<file path="src/hdl/demosaicPkg.sv">
package demosaicPkg;

	// image geometry
	localparam int imageWidth = 16;
	localparam int imageHeight = 8;

	// one trailing padding row flushes the last image row out of the line buffer
	localparam int beatsPerFrame = imageWidth * (imageHeight + 1);

	// sample and position widths
	typedef logic [7:0] pixel_t;
	typedef logic [7:0] coord_t;
	typedef logic [15:0] beatCount_t;

	// statistics widths, 128 pixels of 255 fit in 16 bits
	typedef logic [15:0] channelSum_t;
	typedef logic [15:0] frameCount_t;

	// register port widths
	typedef logic [1:0] wbAddr_t;
	typedef logic [31:0] wbData_t;

	// raw mosaic stream, one pixel per valid beat
	typedef struct packed {
		logic valid;
		pixel_t data;
	} rawBeat_t;

	// full colour stream with position and end of frame
	typedef struct packed {
		logic valid;
		logic done;
		coord_t x;
		coord_t y;
		pixel_t r;
		pixel_t g;
		pixel_t b;
	} rgbBeat_t;

	// wishbone master to slave
	typedef struct packed {
		logic cyc;
		logic stb;
		logic we;
		wbAddr_t adr;
		wbData_t dat;
	} wbReq_t;

	// wishbone slave to master
	typedef struct packed {
		logic ack;
		wbData_t dat;
	} wbRsp_t;

	// register word addresses
	localparam wbAddr_t regFrameCount = 2'd0;
	localparam wbAddr_t regSumRed = 2'd1;
	localparam wbAddr_t regSumGreen = 2'd2;
	localparam wbAddr_t regSumBlue = 2'd3;

endpackage

</file>
<file path="src/hdl/lineBuffer.sv">
module lineBuffer (
	input logic clk,
	input logic reset,
	input logic shiftEnable,
	input demosaicPkg::pixel_t shiftIn,
	output demosaicPkg::pixel_t rowTap
);

	localparam int depth = demosaicPkg::imageWidth;

	// stage 0 is the newest pixel, the last stage the oldest
	demosaicPkg::pixel_t stages [depth];

	always_ff @(posedge clk) begin
		if (reset) begin
			for (int i = 0; i < depth; i++) begin
				stages[i] <= '0;
			end
		end else if (shiftEnable) begin
			stages[0] <= shiftIn;
			for (int i = 1; i < depth; i++) begin
				stages[i] <= stages[i - 1];
			end
		end
	end

	// pixel that entered one full row of valid beats ago
	assign rowTap = stages[depth - 1];

endmodule

</file>
<file path="src/hdl/bayerDemosaic.sv">
module bayerDemosaic (
	input logic clk,
	input logic reset,
	input demosaicPkg::rawBeat_t pixelIn,
	input demosaicPkg::pixel_t rowTap,
	output demosaicPkg::rgbBeat_t pixelOut,
	output logic shiftEnable
);

	// beat position within the frame
	demosaicPkg::beatCount_t beatIndex;
	demosaicPkg::coord_t xPos;
	demosaicPkg::coord_t yPos;

	logic outputBeat;
	logic lastBeat;
	logic lastColumn;
	logic lastRow;

	// 2x2 window, U and L in this column, Up and Lp one column back
	demosaicPkg::pixel_t upperCur;
	demosaicPkg::pixel_t lowerCur;
	demosaicPkg::pixel_t upperPrev;
	demosaicPkg::pixel_t lowerPrev;
	demosaicPkg::pixel_t prevUpper;
	demosaicPkg::pixel_t prevLower;

	// green averages for the two diagonals
	logic [8:0] sumLowerPrevUpper;
	logic [8:0] sumLowerUpperPrev;

	demosaicPkg::pixel_t nextR;
	demosaicPkg::pixel_t nextG;
	demosaicPkg::pixel_t nextB;

	// registered output stream
	logic outValid;
	logic outDone;
	demosaicPkg::coord_t outX;
	demosaicPkg::coord_t outY;
	demosaicPkg::pixel_t outR;
	demosaicPkg::pixel_t outG;
	demosaicPkg::pixel_t outB;

	assign shiftEnable = pixelIn.valid;

	// the first row only fills the line buffer
	assign outputBeat = pixelIn.valid &&
		(beatIndex >= demosaicPkg::beatCount_t'(demosaicPkg::imageWidth));
	assign lastBeat = beatIndex == demosaicPkg::beatCount_t'(demosaicPkg::beatsPerFrame - 1);
	assign lastColumn = xPos == demosaicPkg::coord_t'(demosaicPkg::imageWidth - 1);
	assign lastRow = yPos == demosaicPkg::coord_t'(demosaicPkg::imageHeight - 1);

	// lower row on the last image row is the padding row
	assign upperCur = rowTap;
	assign lowerCur = lastRow ? '0 : pixelIn.data;

	// nothing left of column 0
	assign upperPrev = (xPos == '0) ? '0 : prevUpper;
	assign lowerPrev = (xPos == '0) ? '0 : prevLower;

	assign sumLowerPrevUpper = {1'b0, lowerPrev} + {1'b0, upperCur};
	assign sumLowerUpperPrev = {1'b0, lowerCur} + {1'b0, upperPrev};

	// rggb phase select
	always_comb begin
		case ({yPos[0], xPos[0]})
			2'b00: begin
				nextR = lowerCur;
				nextG = sumLowerPrevUpper[8:1];
				nextB = upperPrev;
			end
			2'b01: begin
				nextR = lowerPrev;
				nextG = sumLowerUpperPrev[8:1];
				nextB = upperCur;
			end
			2'b10: begin
				nextR = upperCur;
				nextG = sumLowerUpperPrev[8:1];
				nextB = lowerPrev;
			end
			default: begin
				nextR = upperPrev;
				nextG = sumLowerPrevUpper[8:1];
				nextB = lowerCur;
			end
		endcase
	end

	always_ff @(posedge clk) begin
		if (reset) begin
			beatIndex <= '0;
			xPos <= '0;
			yPos <= '0;
		end else if (pixelIn.valid) begin
			beatIndex <= lastBeat ? '0 : beatIndex + 1'b1;
			if (outputBeat) begin
				if (lastColumn) begin
					xPos <= '0;
					yPos <= lastRow ? '0 : yPos + 1'b1;
				end else begin
					xPos <= xPos + 1'b1;
				end
			end
		end
	end

	always_ff @(posedge clk) begin
		if (reset) begin
			outValid <= 1'b0;
			outDone <= 1'b0;
		end else begin
			outValid <= outputBeat;
			outDone <= outputBeat && lastBeat;
		end
	end

	always_ff @(posedge clk) begin
		if (pixelIn.valid) begin
			prevUpper <= upperCur;
			prevLower <= lowerCur;
		end
		if (outputBeat) begin
			outX <= xPos;
			outY <= yPos;
			outR <= nextR;
			outG <= nextG;
			outB <= nextB;
		end
	end

	assign pixelOut.valid = outValid;
	assign pixelOut.done = outDone;
	assign pixelOut.x = outX;
	assign pixelOut.y = outY;
	assign pixelOut.r = outR;
	assign pixelOut.g = outG;
	assign pixelOut.b = outB;

endmodule

</file>
<file path="src/hdl/frameStats.sv">
module frameStats (
	input logic clk,
	input logic reset,
	input demosaicPkg::rgbBeat_t pixelIn,
	input logic clearFrames,
	output demosaicPkg::channelSum_t sumRed,
	output demosaicPkg::channelSum_t sumGreen,
	output demosaicPkg::channelSum_t sumBlue,
	output demosaicPkg::frameCount_t frameCount
);

	// running totals for the frame in progress
	demosaicPkg::channelSum_t accRed;
	demosaicPkg::channelSum_t accGreen;
	demosaicPkg::channelSum_t accBlue;

	// totals including the current beat
	demosaicPkg::channelSum_t totalRed;
	demosaicPkg::channelSum_t totalGreen;
	demosaicPkg::channelSum_t totalBlue;

	logic frameEnd;

	assign totalRed = accRed + demosaicPkg::channelSum_t'(pixelIn.r);
	assign totalGreen = accGreen + demosaicPkg::channelSum_t'(pixelIn.g);
	assign totalBlue = accBlue + demosaicPkg::channelSum_t'(pixelIn.b);

	assign frameEnd = pixelIn.valid && pixelIn.done;

	always_ff @(posedge clk) begin
		if (reset) begin
			accRed <= '0;
			accGreen <= '0;
			accBlue <= '0;
			sumRed <= '0;
			sumGreen <= '0;
			sumBlue <= '0;
		end else if (frameEnd) begin
			// snapshot includes the done pixel, then restart
			sumRed <= totalRed;
			sumGreen <= totalGreen;
			sumBlue <= totalBlue;
			accRed <= '0;
			accGreen <= '0;
			accBlue <= '0;
		end else if (pixelIn.valid) begin
			accRed <= totalRed;
			accGreen <= totalGreen;
			accBlue <= totalBlue;
		end
	end

	// host clear wins over a frame completing in the same cycle
	always_ff @(posedge clk) begin
		if (reset || clearFrames) begin
			frameCount <= '0;
		end else if (frameEnd) begin
			frameCount <= frameCount + 1'b1;
		end
	end

endmodule

</file>
<file path="src/hdl/statsCsr.sv">
module statsCsr (
	input logic clk,
	input logic reset,
	input demosaicPkg::wbReq_t wbIn,
	output demosaicPkg::wbRsp_t wbOut,
	input demosaicPkg::channelSum_t sumRed,
	input demosaicPkg::channelSum_t sumGreen,
	input demosaicPkg::channelSum_t sumBlue,
	input demosaicPkg::frameCount_t frameCount,
	output logic clearFrames
);

	logic ackReg;
	logic request;
	demosaicPkg::wbData_t readData;

	// no new transfer in the ack cycle, so acks never come back to back
	assign request = wbIn.cyc && wbIn.stb && !ackReg;

	// write to the frame count register clears it on the edge raising ack
	assign clearFrames = request && wbIn.we &&
		(wbIn.adr == demosaicPkg::regFrameCount);

	always_ff @(posedge clk) begin
		if (reset) begin
			ackReg <= 1'b0;
		end else begin
			ackReg <= request;
		end
	end

	// read data is sampled with the request and held through ack
	always_ff @(posedge clk) begin
		if (request) begin
			case (wbIn.adr)
				demosaicPkg::regFrameCount: begin
					readData <= demosaicPkg::wbData_t'(frameCount);
				end
				demosaicPkg::regSumRed: begin
					readData <= demosaicPkg::wbData_t'(sumRed);
				end
				demosaicPkg::regSumGreen: begin
					readData <= demosaicPkg::wbData_t'(sumGreen);
				end
				default: begin
					readData <= demosaicPkg::wbData_t'(sumBlue);
				end
			endcase
		end
	end

	assign wbOut.ack = ackReg;
	assign wbOut.dat = readData;

endmodule

</file>
<file path="src/hdl/demosaicTop.sv">
module demosaicTop (
	input logic clk,
	input logic reset,
	input demosaicPkg::rawBeat_t pixelIn,
	output demosaicPkg::rgbBeat_t pixelOut,
	input demosaicPkg::wbReq_t wbIn,
	output demosaicPkg::wbRsp_t wbOut
);

	// line buffer to demosaic
	logic shiftEnable;
	demosaicPkg::pixel_t rowTap;

	// statistics to register port
	demosaicPkg::channelSum_t sumRed;
	demosaicPkg::channelSum_t sumGreen;
	demosaicPkg::channelSum_t sumBlue;
	demosaicPkg::frameCount_t frameCount;
	logic clearFrames;

	lineBuffer lineBuffer_i (
		.clk(clk),
		.reset(reset),
		.shiftEnable(shiftEnable),
		.shiftIn(pixelIn.data),
		.rowTap(rowTap)
	);

	bayerDemosaic bayerDemosaic_i (
		.clk(clk),
		.reset(reset),
		.pixelIn(pixelIn),
		.rowTap(rowTap),
		.pixelOut(pixelOut),
		.shiftEnable(shiftEnable)
	);

	// watches the same stream that leaves the top
	frameStats frameStats_i (
		.clk(clk),
		.reset(reset),
		.pixelIn(pixelOut),
		.clearFrames(clearFrames),
		.sumRed(sumRed),
		.sumGreen(sumGreen),
		.sumBlue(sumBlue),
		.frameCount(frameCount)
	);

	statsCsr statsCsr_i (
		.clk(clk),
		.reset(reset),
		.wbIn(wbIn),
		.wbOut(wbOut),
		.sumRed(sumRed),
		.sumGreen(sumGreen),
		.sumBlue(sumBlue),
		.frameCount(frameCount),
		.clearFrames(clearFrames)
	);

endmodule

</file>
<file path="config.mk">
export PLATFORM = sky130hd
export DESIGN_NAME = demosaicTop
export DESIGN_NICKNAME = d
export VERILOG_FILES = /design/src/hdl/demosaicPkg.sv /design/src/hdl/lineBuffer.sv /design/src/hdl/bayerDemosaic.sv /design/src/hdl/frameStats.sv /design/src/hdl/statsCsr.sv /design/src/hdl/demosaicTop.sv
export SDC_FILE = /design/constraint.sdc
export NUM_CORES = 1
export LEC_CHECK = 0
export BUFFER_PORTS_ARGS = -buffer_cell sky130_fd_sc_hd__buf_2
export CAP_MARGIN = 25
export CELL_PAD_IN_SITES_DETAIL_PLACEMENT = 0
export CELL_PAD_IN_SITES_GLOBAL_PLACEMENT = 2
export CORE_MARGIN = 10
export CORE_UTILIZATION = 24
export CTS_BUF_LIST = sky130_fd_sc_hd__clkbuf_8
export DETAILED_ROUTE_END_ITERATION = 10
export PLACE_DENSITY = 0.57
export RECOVER_POWER = 25
export REMOVE_ABC_BUFFERS = 1
export SLEW_MARGIN = 20
export SYNTH_ARGS = -nofsm -noshare
export SYNTH_HDL_FRONTEND = slang
export SYNTH_SLANG_ARGS = --single-unit
export TNS_END_PERCENT = 1
</file>
<file path="constraint.sdc">
create_clock -name clk -period 3.3 [get_ports clk]
set_input_delay 0.165 -clock clk [delete_from_list [all_inputs] [get_ports clk]]
set_output_delay 0.165 -clock clk [all_outputs]
set_load 0.03 [all_outputs]
</file>
# Word level (Yosys, flattened, before mapping)
# Memory sizes are Yosys's and may differ from the RTL's.
# Cells that the tools add are included.
# W data, S select, Z words.
[totals] elab_cells=102 mem_count=1 regBits=235 output_inout_bits=75 mem_bits_rw=128
[mem_list] name="lineBuffer_i.stages" words=16 word_bits=8 rd=16 rd_ports_with_merged_regs=0 write_ports=16 line="lineBuffer.sv:12" source="demosaicPkg::pixel_t stages [depth];"
[classes] n_eq_ne=7 add_sub_neg=9 order_cmp=1 reduce_logical=16 mux=31 bitwise=16
[ops] op="$mux W8" n=22
[ops] op="$add A16 B8 Y16" n=3
[ops] op="$pmux W16 S3" n=1
[ops] op="$pmux W8 S3" n=2
[ops] op="$add A16 B1 Y16 const B" n=2
[ops] op="$add A8 B8 Y9" n=2
[ops] op="$add A8 B1 Y8 const B" n=2
[ops] op="$eq A16 B8 Y1 const B" n=1
[ops] op="$ge A16 B5 Y1 const B" n=1
[ops] op="$mux W16" n=1
[ops] op="$or A1 B1 Y1" n=16
[ops] op="$eq A8 B3 Y1 const B" n=1
[ops] op="$eq A8 B4 Y1 const B" n=1
[ops] op="$logic_not A8 Y1" n=1
[ops] op="$logic_and A1 B1 Y1" n=7
[ops] op="$mux W1" n=5
[ops] op="$eq A2 B1 Y1 const B" n=2
[ops] op="$eq A2 B2 Y1 const B" n=2
[ops] op="$logic_not A2 Y1" n=2
[ops] op="$reduce_or A2 Y1" n=2
[ops] op="$reduce_and A3 Y1" n=1
[ops] op="$reduce_and A2 Y1" n=1
[ops] op="$logic_not A1 Y1" n=1
[ops] op="$logic_or A1 B1 Y1" n=1

# Longest topological paths before layout
# Gate-level depths: netlist of the first run.
[logic_depth] word_depth=5 ltp_mapped=16

# Modules after synthesis
# Synthesis of the first run repeated with hierarchy kept, for this count alone.
[hier_totals] hier_cells=1575 area_unflattened_um2=16982.5
[by_module_without_submodules] module="frameStats" seq_area_each_um2=2242.2 n_inst=1 cells_per_inst=743 area_each_um2=6044.5
[by_module_without_submodules] module="lineBuffer" seq_area_each_um2=3843.7 n_inst=1 cells_per_inst=288 area_each_um2=5029.8
[by_module_without_submodules] module="bayerDemosaic" seq_area_each_um2=2362.3 n_inst=1 cells_per_inst=485 area_each_um2=4824.6
[by_module_without_submodules] module="statsCsr" seq_area_each_um2=500.5 n_inst=1 cells_per_inst=59 area_each_um2=1083.5

# Worst setup path before layout of the first run
# Ideal clock, no wire load.
[synth_timing] path_kind="register to register" startpoint="register bayerDemosaic_i.xPos[0]" endpoint="register bayerDemosaic_i.outG[7] (data pin)" arrival_time_ns=3.310 setup_slack_ns=-0.274 path_stages_with_launch=17 t_required_ns=3.036 setup_time_ns=0.264 path_cell_list="dfxtp_1 -> inv_1 -> ha_1 -> nor3b_2 -> nand2_2 -> buf_2 -> buf_4 -> clkbuf_1 -> and3_1 -> fa_1 -> nand3_1 -> a22oi_1 -> a311o_1 -> a31oi_1 -> nor2b_1 -> o41a_1 -> o41a_1"
[synth_between] elab_chain_len=4 elab_cells_between_ends=9
[synth_rtl] element="start: declaration" line="bayerDemosaic.sv:12" source="demosaicPkg::coord_t xPos;"
[synth_rtl] element="start signal: assignment" line="bayerDemosaic.sv:103" source="xPos <= xPos + 1'b1;"
[synth_rtl] element="$logic_not A8 Y1" line="bayerDemosaic.sv:59, bayerDemosaic.sv:60"
[synth_rtl] element="$mux W8 (on tied branches)" line="bayerDemosaic.sv:60, bayerDemosaic.sv:59"
[synth_rtl] element="$add A8 B8 Y9 (on tied branches)" line="bayerDemosaic.sv:62, bayerDemosaic.sv:63"
[synth_rtl] element="$mux W8 *" line="bayerDemosaic.sv:67" source="case ({yPos[0], xPos[0]})"
[synth_rtl] element="net bayerDemosaic_i.nextG[7]" line="bayerDemosaic.sv:33" source="demosaicPkg::pixel_t nextG;"
[synth_rtl] element="end signal: assignment" line="bayerDemosaic.sv:128" source="outG <= nextG;"
[synth_rtl] element="end: declaration" line="bayerDemosaic.sv:42" source="demosaicPkg::pixel_t outG;"
# The timed path passes the listed nets; every way through them passes the cells marked *.
# A chain may end at the register's enable or synchronous reset.

# Final worst setup path of the first run
# Same ends and word-level chain as after synthesis.

==> impl_metrics.tcl, run 1 <==
set metrics [dict create \
    synth_warnings 0 \
    core_sq_um 66000 \
    clock_sinks 347 \
    hp-class "in2reg" \
    synth_cell_types 72 \
    final_core_utilization_pct 28.6 \
    end_kind "flip-flop" \
    p_seq_share_pct 52.4 \
    clkSlewWorstSetupHoldPaths_ns 0.06 \
    clock_path_buffers 3 \
    layout-drive-gt1-share_pct 13.7 \
    netSwitchingFraction_pct 24.2 \
    cts-root-buf "clkbuf_8" \
    fp.dieH_microns 278 \
    portBuffers 74 \
    p_comb_share_pct 3.9 \
    slew_headroom_pct -51.1 \
    finalWirelength_microns 41100 \
    status "complete, but fails checks" \
    overflow 0 \
    start_util_pct 24.3 \
    grt_pass1_wl_microns 64300 \
    drt_iter0_drc 497 \
    reg2reg_to "bayerDemosaic_i.outG[7]$_DFFE_PP_" \
    required_ns 3.66 \
    drt-wirelength-per-cell_microns 16.3 \
    hold_viol 0 \
    place.gp.congestion 0.770 \
    timing.final.crit_share_pct 95.0 \
    syn_inst 1463 \
    violations "capacitance limit, slew limit" \
    clk_latency_ns 0.64 \
    worst_ep_arrival_time_ns 3.49 \
    hold_start "pixelIn[2]" \
    reg2regPathDepth 14 \
    worstSetupPathType "reg2reg" \
    intPower_mw 6.88 \
    fmax_mhz 319 \
    cts_buffers 68 \
    seq_area_sq_um 8950 \
    ys_seq_area_share_pct 55.9 \
    vias 11000 \
    multi_input_area_sq_um 6580 \
    crit_start "bayerDemosaic_i.xPos[0]$_SDFFE_PP0P_" \
    cts_tree "yes" \
    cap_violations 2 \
    syn-cell-area_sq_um 16000 \
    synth_edf_count 200 \
    htree_levels 3 \
    drcViolationCount 0 \
    die_area_sq_um 77400 \
    p_leak_nw 6.85 \
    grt_pass1_vias 11100 \
    die_w_microns 278 \
    setup_viol_count_final 0 \
    finalCriticalPeriod_ns 3.13 \
    slew_violations 57 \
    switchingPower_mw 2.20 \
    rrSetupSlack_ns 0.17 \
    crit_path_max_fanout 6 \
    vias_per_cell 4.36 \
    io_pins 123 \
    p_per_area_nw_per_um2 482 \
    grt_usage_pct 10.5 \
    regToRegStartpoint "bayerDemosaic_i.xPos[0]$_SDFFE_PP0P_" \
    synth_flop_cell "edfxtp_1" \
    async_flop_share_pct 0 \
    post-place-ws_ns 0.0212 \
    postLayoutCellArea_sq_um 18900 \
    antenna_found_initial 2 \
    fin_skew_ns 0.0357 \
    worst_pin_slew_ns 2.27 \
    n_fill_cell 6913 \
    crit_end "bayerDemosaic_i.outG[7]$_DFFE_PP_" \
    grt_start_max_net_pins 81 \
    hpwl_microns 27700 \
    syn_area_per_cell_sq_um 10.9 \
    nets 1685 \
    rows 94 \
    drt_first_pass_iters 5 \
    timing.final.ws_setup_ns 0.166 \
    holdPathStages 3 \
    antenna_left 0 \
    syn2layout_area_growth_pct 17.8 \
    ys_seq_elements 347 \
    clkPwrFrac_pct 43.7 \
    setup.worst_path.start_class "flip-flop" \
    vdd.ir_drop.worst_mv 0.331 \
    placed_cell_area_sq_um 17500 \
]
==> kinds of logic (layout without fill, tap and decap cells) <==
logic type	Yosys count	after routing	synth area share [%]
and+or+nand+nor	556	556	17.4
AOI/OAI and AO/OA	223	223	9.09
DFF	347	347	55.9
xor gates and xnor gates	112	112	6.13
buffers and inverters	137	304	3.87
muxes	40	40	3.76
other	1	19	0.0234
adders and majority gates	47	47	3.85
==> repair_timing <==
item | CTS | global route
pin swaps | 0 | 3
setup buffers | 0 | 3
hold buffers | 10 | 0
hold endpoints to repair | 17 | 0
gates resized for setup | 2 | 10
setup endpoints to repair | 1 | 3
==> cell type report <==
| type | instances | share of cell area (%) |
|---|---|---|
| Sequential cell | 347 | 47.5 |
| Multi-Input combinational cell | 994 | 34.9 |
| Tap cell | 864 | 5.73 |
| Clock buffer | 70 | 5.11 |
| Timing Repair Buffer | 140 | 4.57 |
| Clock inverter | 54 | 1.35 |
| Inverter | 40 | 0.796 |
| Antenna cell | 3 | 0.0398 |
==> Yosys cell counts, types with 6 or more instances <==
cell      number  share of area, %
edfxtp_1     200                38
and2_1        89               3.5
o21bai_1       6              0.28
a31oi_1       10              0.39
o21ai_0       34               1.1
buf_1          9              0.21
nand2_1      140               3.3
nor3_1        24              0.75
nor2_1       134               3.1
nor2b_1       54               2.1
mux4_2        16               2.3
and3_1        14              0.55
inv_1         40              0.94
or3_1         14              0.55
nand4_1       15              0.59
xnor2_1       56               3.1
xor2_1        56               3.1
dfxtp_1      147                18
a32oi_1       11              0.60
ha_1          42               3.3
a211oi_1      31               1.5
mux2i_1       23               1.4
nand3_1       45               1.4
a221o_1        6              0.38
buf_4         21              0.98
clkbuf_1      61               1.4
a21oi_1       81               2.5
==> flip-flops by register name, summed over array words and instances (netlist names), 8 cells and up <==
register	cells
bayerDemosaic_i.yPos	8
bayerDemosaic_i.prevUpper	8
frameStats_i.accRed	16
bayerDemosaic_i.outG	8
bayerDemosaic_i.xPos	8
bayerDemosaic_i.outY	8
frameStats_i.sumRed	16
bayerDemosaic_i.beatIndex	16
frameStats_i.accGreen	16
bayerDemosaic_i.prevLower	8
frameStats_i.accBlue	16
bayerDemosaic_i.outB	8
frameStats_i.sumBlue	16
frameStats_i.sumGreen	16
bayerDemosaic_i.outR	8
statsCsr_i.readData	16
lineBuffer_i.stages	128
bayerDemosaic_i.outX	8
frameStats_i.frameCount	16
==> power by group through the flow <==
stage / Clock (mW) / Combinational, mW / Sequential (mW)
4_1_cts: 4.17 / 0.364 / 4.76
3_3_place_gp: 0 / 0.353 / 4.85
3_5_place_dp: 0 / 0.353 / 4.85
2_1_floorplan: 0 / 0.180 / 4.85
6_report: 3.96 / 0.356 / 4.76
5_1_grt: 4.35 / 0.397 / 4.77
==> worst max-delay path, cell delays in order (launching register included) <==
cell and delay (ns):
dfxtp_1 0.30, inv_1 0.07, ha_1 0.15, nor3b_4 0.23, nand2_2 0.14, nand2_1 0.13
xor2_1 0.11, ha_4 0.20, a211oi_2 0.19, o22ai_1 0.12, and2_1 0.18, or3b_4 0.43
o211ai_4 0.21, a21oi_1 0.10, o41a_1 0.31
==> worst min-delay path by stage <==
stage | to | slack, ns
5_1_grt | lineBuffer_i.stages[0][2]$_SDFFCE_PN0P_ | 0.05
3_5_place_dp | frameStats_i.sumGreen[6]$_SDFFE_PP0P_ | 0.45
2_1_floorplan | bayerDemosaic_i.beatIndex[0]$_SDFFE_PP0P_ | 0.23
4_1_cts | lineBuffer_i.stages[0][2]$_SDFFCE_PN0P_ | 0.01
6_report | lineBuffer_i.stages[0][2]$_SDFFCE_PN0P_ | 0.08
3_3_place_gp | frameStats_i.sumBlue[8]$_SDFFE_PP0P_ | 0.44
==> layer usage <==
metal  global-route usage, %  wire length, microns  up-vias
met1                    13.6                 19600     5305
met4                    3.65                   857        2
met5                       0                     7        -
li1                        -                     -     5419
met2                    16.7                 19000      158
met3                    2.65                  1580       76
==> layout by cell type, fill, tap and decap left out, types with 23 or more instances in the layout <==
master / count
edfxtp_1: 200
dfxtp_1: 146
nand2_1: 139
nor2_1: 132
and2_1: 88
a21oi_1: 80
clkbuf_8: 70
inv_1: 62
xor2_1: 56
xnor2_1: 56
nor2b_1: 54
buf_2: 54
nand3_1: 45
ha_1: 40
buf_4: 37
o21ai_0: 34
clkbuf_1: 34
a211oi_1: 30
nor3_1: 24
mux2i_1: 23
==> metrics by stage <==
step                      hold slack (ns)  power (mW)   TNS, ns  std cells
after global routing               0.0546        9.52  -0.00720       2512
final                              0.0794        9.08         0       2512
after detailed placement            0.446        5.20         0       2372
after floorplan                     0.234        5.03    -37.71       1381
after global placement              0.437        5.20         0       2372
after CTS                          0.0138        9.30         0       2506
Note: power is estimated with default switching activity, not from simulation.
==> run 2: changes to the inputs <==
--- a/config.mk
+++ b/config.mk
@@ -5,6 +5,7 @@
 export SDC_FILE = /design/constraint.sdc
 export NUM_CORES = 1
 export LEC_CHECK = 0
+export ABC_AREA = 1
 export BUFFER_PORTS_ARGS = -buffer_cell sky130_fd_sc_hd__buf_2
 export CAP_MARGIN = 25
 export CELL_PAD_IN_SITES_DETAIL_PLACEMENT = 0
@@ -13,7 +14,7 @@
 export CORE_UTILIZATION = 24
 export CTS_BUF_LIST = sky130_fd_sc_hd__clkbuf_8
 export DETAILED_ROUTE_END_ITERATION = 10
-export PLACE_DENSITY = 0.57
+export PLACE_DENSITY = 0.61
 export RECOVER_POWER = 25
 export REMOVE_ABC_BUFFERS = 1
 export SLEW_MARGIN = 20
==> impl_metrics.tcl, run 2 <==
set metrics [dict create \
    end_kind "flip-flop" \
    n_fill_cell 7312 \
    core_sq_um 67500 \
    syn-cell-area_sq_um 16400 \
    synth_commonest_cells "375 x inv_1, 314 x nand2_1, 265 x nor2_1" \
    cts_buffers 66 \
    mostFrequentLayoutCell "inv_1" \
    cap_violations 0 \
    clkSlewWorstSetupHoldPaths_ns 0.06 \
    async_flop_share_pct 0 \
    placed_cells 2824 \
    die_area_sq_um 79200 \
    hold_ws_ns 0.165 \
    slew_headroom_pct 5.45 \
    synth_edf_count 200 \
    synth_cell_types 51 \
    vias 12500 \
    grt_usage_pct 11.5 \
    synth_flop_cell "edfxtp_1" \
    multi_input_area_sq_um 5730 \
    die_w_microns 281 \
    antenna_left 0 \
    worstSetupPathType "reg2reg" \
    synth_area_leaders "edfxtp_1 37%, dfxtp_1 18%, inv_1 8.6%" \
    syn_area_per_cell_sq_um 8.56 \
    worst_pin_slew_ns 1.42 \
    synth_top_area_share_pct 36.6 \
    synth_warnings 0 \
    p_leak_nw 8.32 \
    hold_viol 0 \
    fmax_mhz 363 \
    path_common_cell "nand2_1" \
    ys_seq_area_share_pct 54.6 \
    ys_seq_elements 347 \
    portBuffers 74 \
    slew_violations 0 \
    cts_tree "yes" \
    largest_register "lineBuffer_i.stages" \
    grt_pass1_vias 12400 \
    status "completed" \
    io_pins 123 \
    layout-drive-gt1-share_pct 9.71 \
    syn2layout_area_growth_pct 16.9 \
    clk_latency_ns 0.64 \
    clock_sinks 347 \
    hp-class "in2reg" \
    cp_num_buf_inv 1 \
    hpwl_microns 32200 \
    post-place-ws_ns 0.531 \
    finalCriticalPeriod_ns 2.76 \
    largest_reg_flops 128 \
    htree_levels 3 \
    path_cells "inv_1 -> ha_1 -> nand2_1 -> nor2_4 -> nor2_1 -> ha_1 -> nand2_1 -> a21boi_1 -> nand2_1 -> nand2_1 -> nand2_1 -> nand3_1 -> nand2_1" \
    timing.final.ws_setup_ns 0.542 \
    timing.final.crit_share_pct 83.6 \
    drt_first_pass_iters 5 \
    overflow 0 \
    max_stage_delay_ns 0.41 \
    syn_inst 1916 \
    fin_skew_ns 0.0330 \
    critPathSlowestCell "nor2_4" \
    cts_resized 0 \
    vias_per_cell 4.22 \
    worst_ep_arrival_time_ns 3.14 \
    antenna_found_initial 1 \
    rsz0062_at_grt "false" \
    setup.worst_path.start_class "flip-flop" \
    nets 2127 \
    setup_viol_count_final 0 \
    fp.dieH_microns 281 \
    required_ns 3.68 \
    rows 95 \
    p_per_area_nw_per_um2 483 \
    synth_most_common_cell "inv_1" \
    cp_top_family "simple AND/OR/NAND/NOR gates" \
    vdd.ir_drop.worst_mv 0.255 \
    drt_iter0_drc 631 \
    drt-wirelength-per-cell_microns 15.3 \
    start_util_pct 24.3 \
    crit_path_max_fanout 18 \
    place.gp.congestion 0.793 \
    synth_largest_area_cell "edfxtp_1" \
    drcViolationCount 0 \
    cts-root-buf "clkbuf_8" \
    clock_path_buffers 3 \
    seq_area_sq_um 8950 \
    grt_pass1_wl_microns 71200 \
    finalWirelength_microns 45400 \
    grt_start_max_net_pins 84 \
    finalNonFillerCells 2955 \
    final_cell_mix "399 x inv_1, 314 x nand2_1, 265 x nor2_1, 200 x edfxtp_1, 146 x dfxtp_1" \
]
==> run 2: cell count changes after synthesis, moves of 23 or more <==
cell      before  now
inv_1         40  375
xnor2_1       56   11
a211oi_1      31    2
nor2_1       134  265
o21ai_0       34  121
xor2_1        56   28
nand3_1       45   81
and2_1        89    1
mux2i_1       23    0
nor2b_1       54    0
nand2_1      140  314
==> run 2: worst paths after layout <==
| path | from | slack, ns | cells past startpoint | end |
|---|---|---|---|---|
| worst max-delay path | bayerDemosaic_i.xPos[0]$_SDFFE_PP0P_ | 0.54 | 13 | bayerDemosaic_i.outG[6]$_DFFE_PP_ |
| worst min-delay path | wbIn[32] | 0.16 | 4 | statsCsr_i.readData[14]$_DFFE_PP_ |
| worst max register to register | bayerDemosaic_i.xPos[0]$_SDFFE_PP0P_ | 0.54 | 13 | bayerDemosaic_i.outG[6]$_DFFE_PP_ |
| worst min register to register | statsCsr_i.ackReg$_SDFF_PP0_ | 0.45 | 1 | statsCsr_i.ackReg$_SDFF_PP0_ |
==> run 2: cells by family (layout without fill, tap and decap cells) <==
group	after synthesis	in the layout	share of synthesized area (%)
DFF	347	347	54.6
and+or+nand+nor	733	733	18.6
other	1	17	0.0229
adders and majority gates	46	46	3.69
buffers and inverters	453	603	10.9
xor gates and xnor gates	39	39	2.08
AOI/OAI and AO/OA	297	297	10.1
==> run 2: layout make-up <==
cell class                 count  share of cell area (%)
timing repair buffer         106                    3.69
multi-input combinational   1131                    29.9
clock inverter                46                    1.49
tap                          873                    5.70
clock buffer                  70                    5.03
inverter                     381                    7.47
antenna                        1                  0.0131
sequential                   347                    46.7
==> run 2: what timing repair did <==
item,CTS,global route
endpoints found under the hold margin,20,0
setup buffers,0,0
hold buffers,12,0
==> run 2: worst min-delay path, stage by stage <==
cell and delay (ns):
buf_2 0.11, nor2_1 0.14, nand2_1 0.09, nand4_1 0.10
==> run 2: metrics by stage <==
step	TNS [ns]	instance area (sq um)	total power [mW]	utilization, %
global placement	0	17800	5.20	26.3
floorplan	-66.01	16100	5.06	-
finish	0	19200	9.25	28.4
CTS	0	19100	9.46	28.3
global route	0	19200	9.73	28.4
detailed placement	0	17800	5.21	26.3
==> run 2: power by group <==
part | switching (mW) | internal (mW)
Sequential | 0.0414 | 4.71
Combinational | 0.274 | 0.0991
Clock | 1.92 | 2.20
==> run 2: layer usage <==
layer / GRT usage, % / vias to the layer above / share of wire [%] / routed length [microns]
li1: - / 6363 / - / -
met1: 14.1 / 5846 / 46 / 20700
met2: 19.8 / 173 / 49 / 22100
met3: 2.65 / 77 / 3.5 / 1590
met4: 3.61 / 0 / 2.3 / 1030
met5: 0 / - / 0 / 0
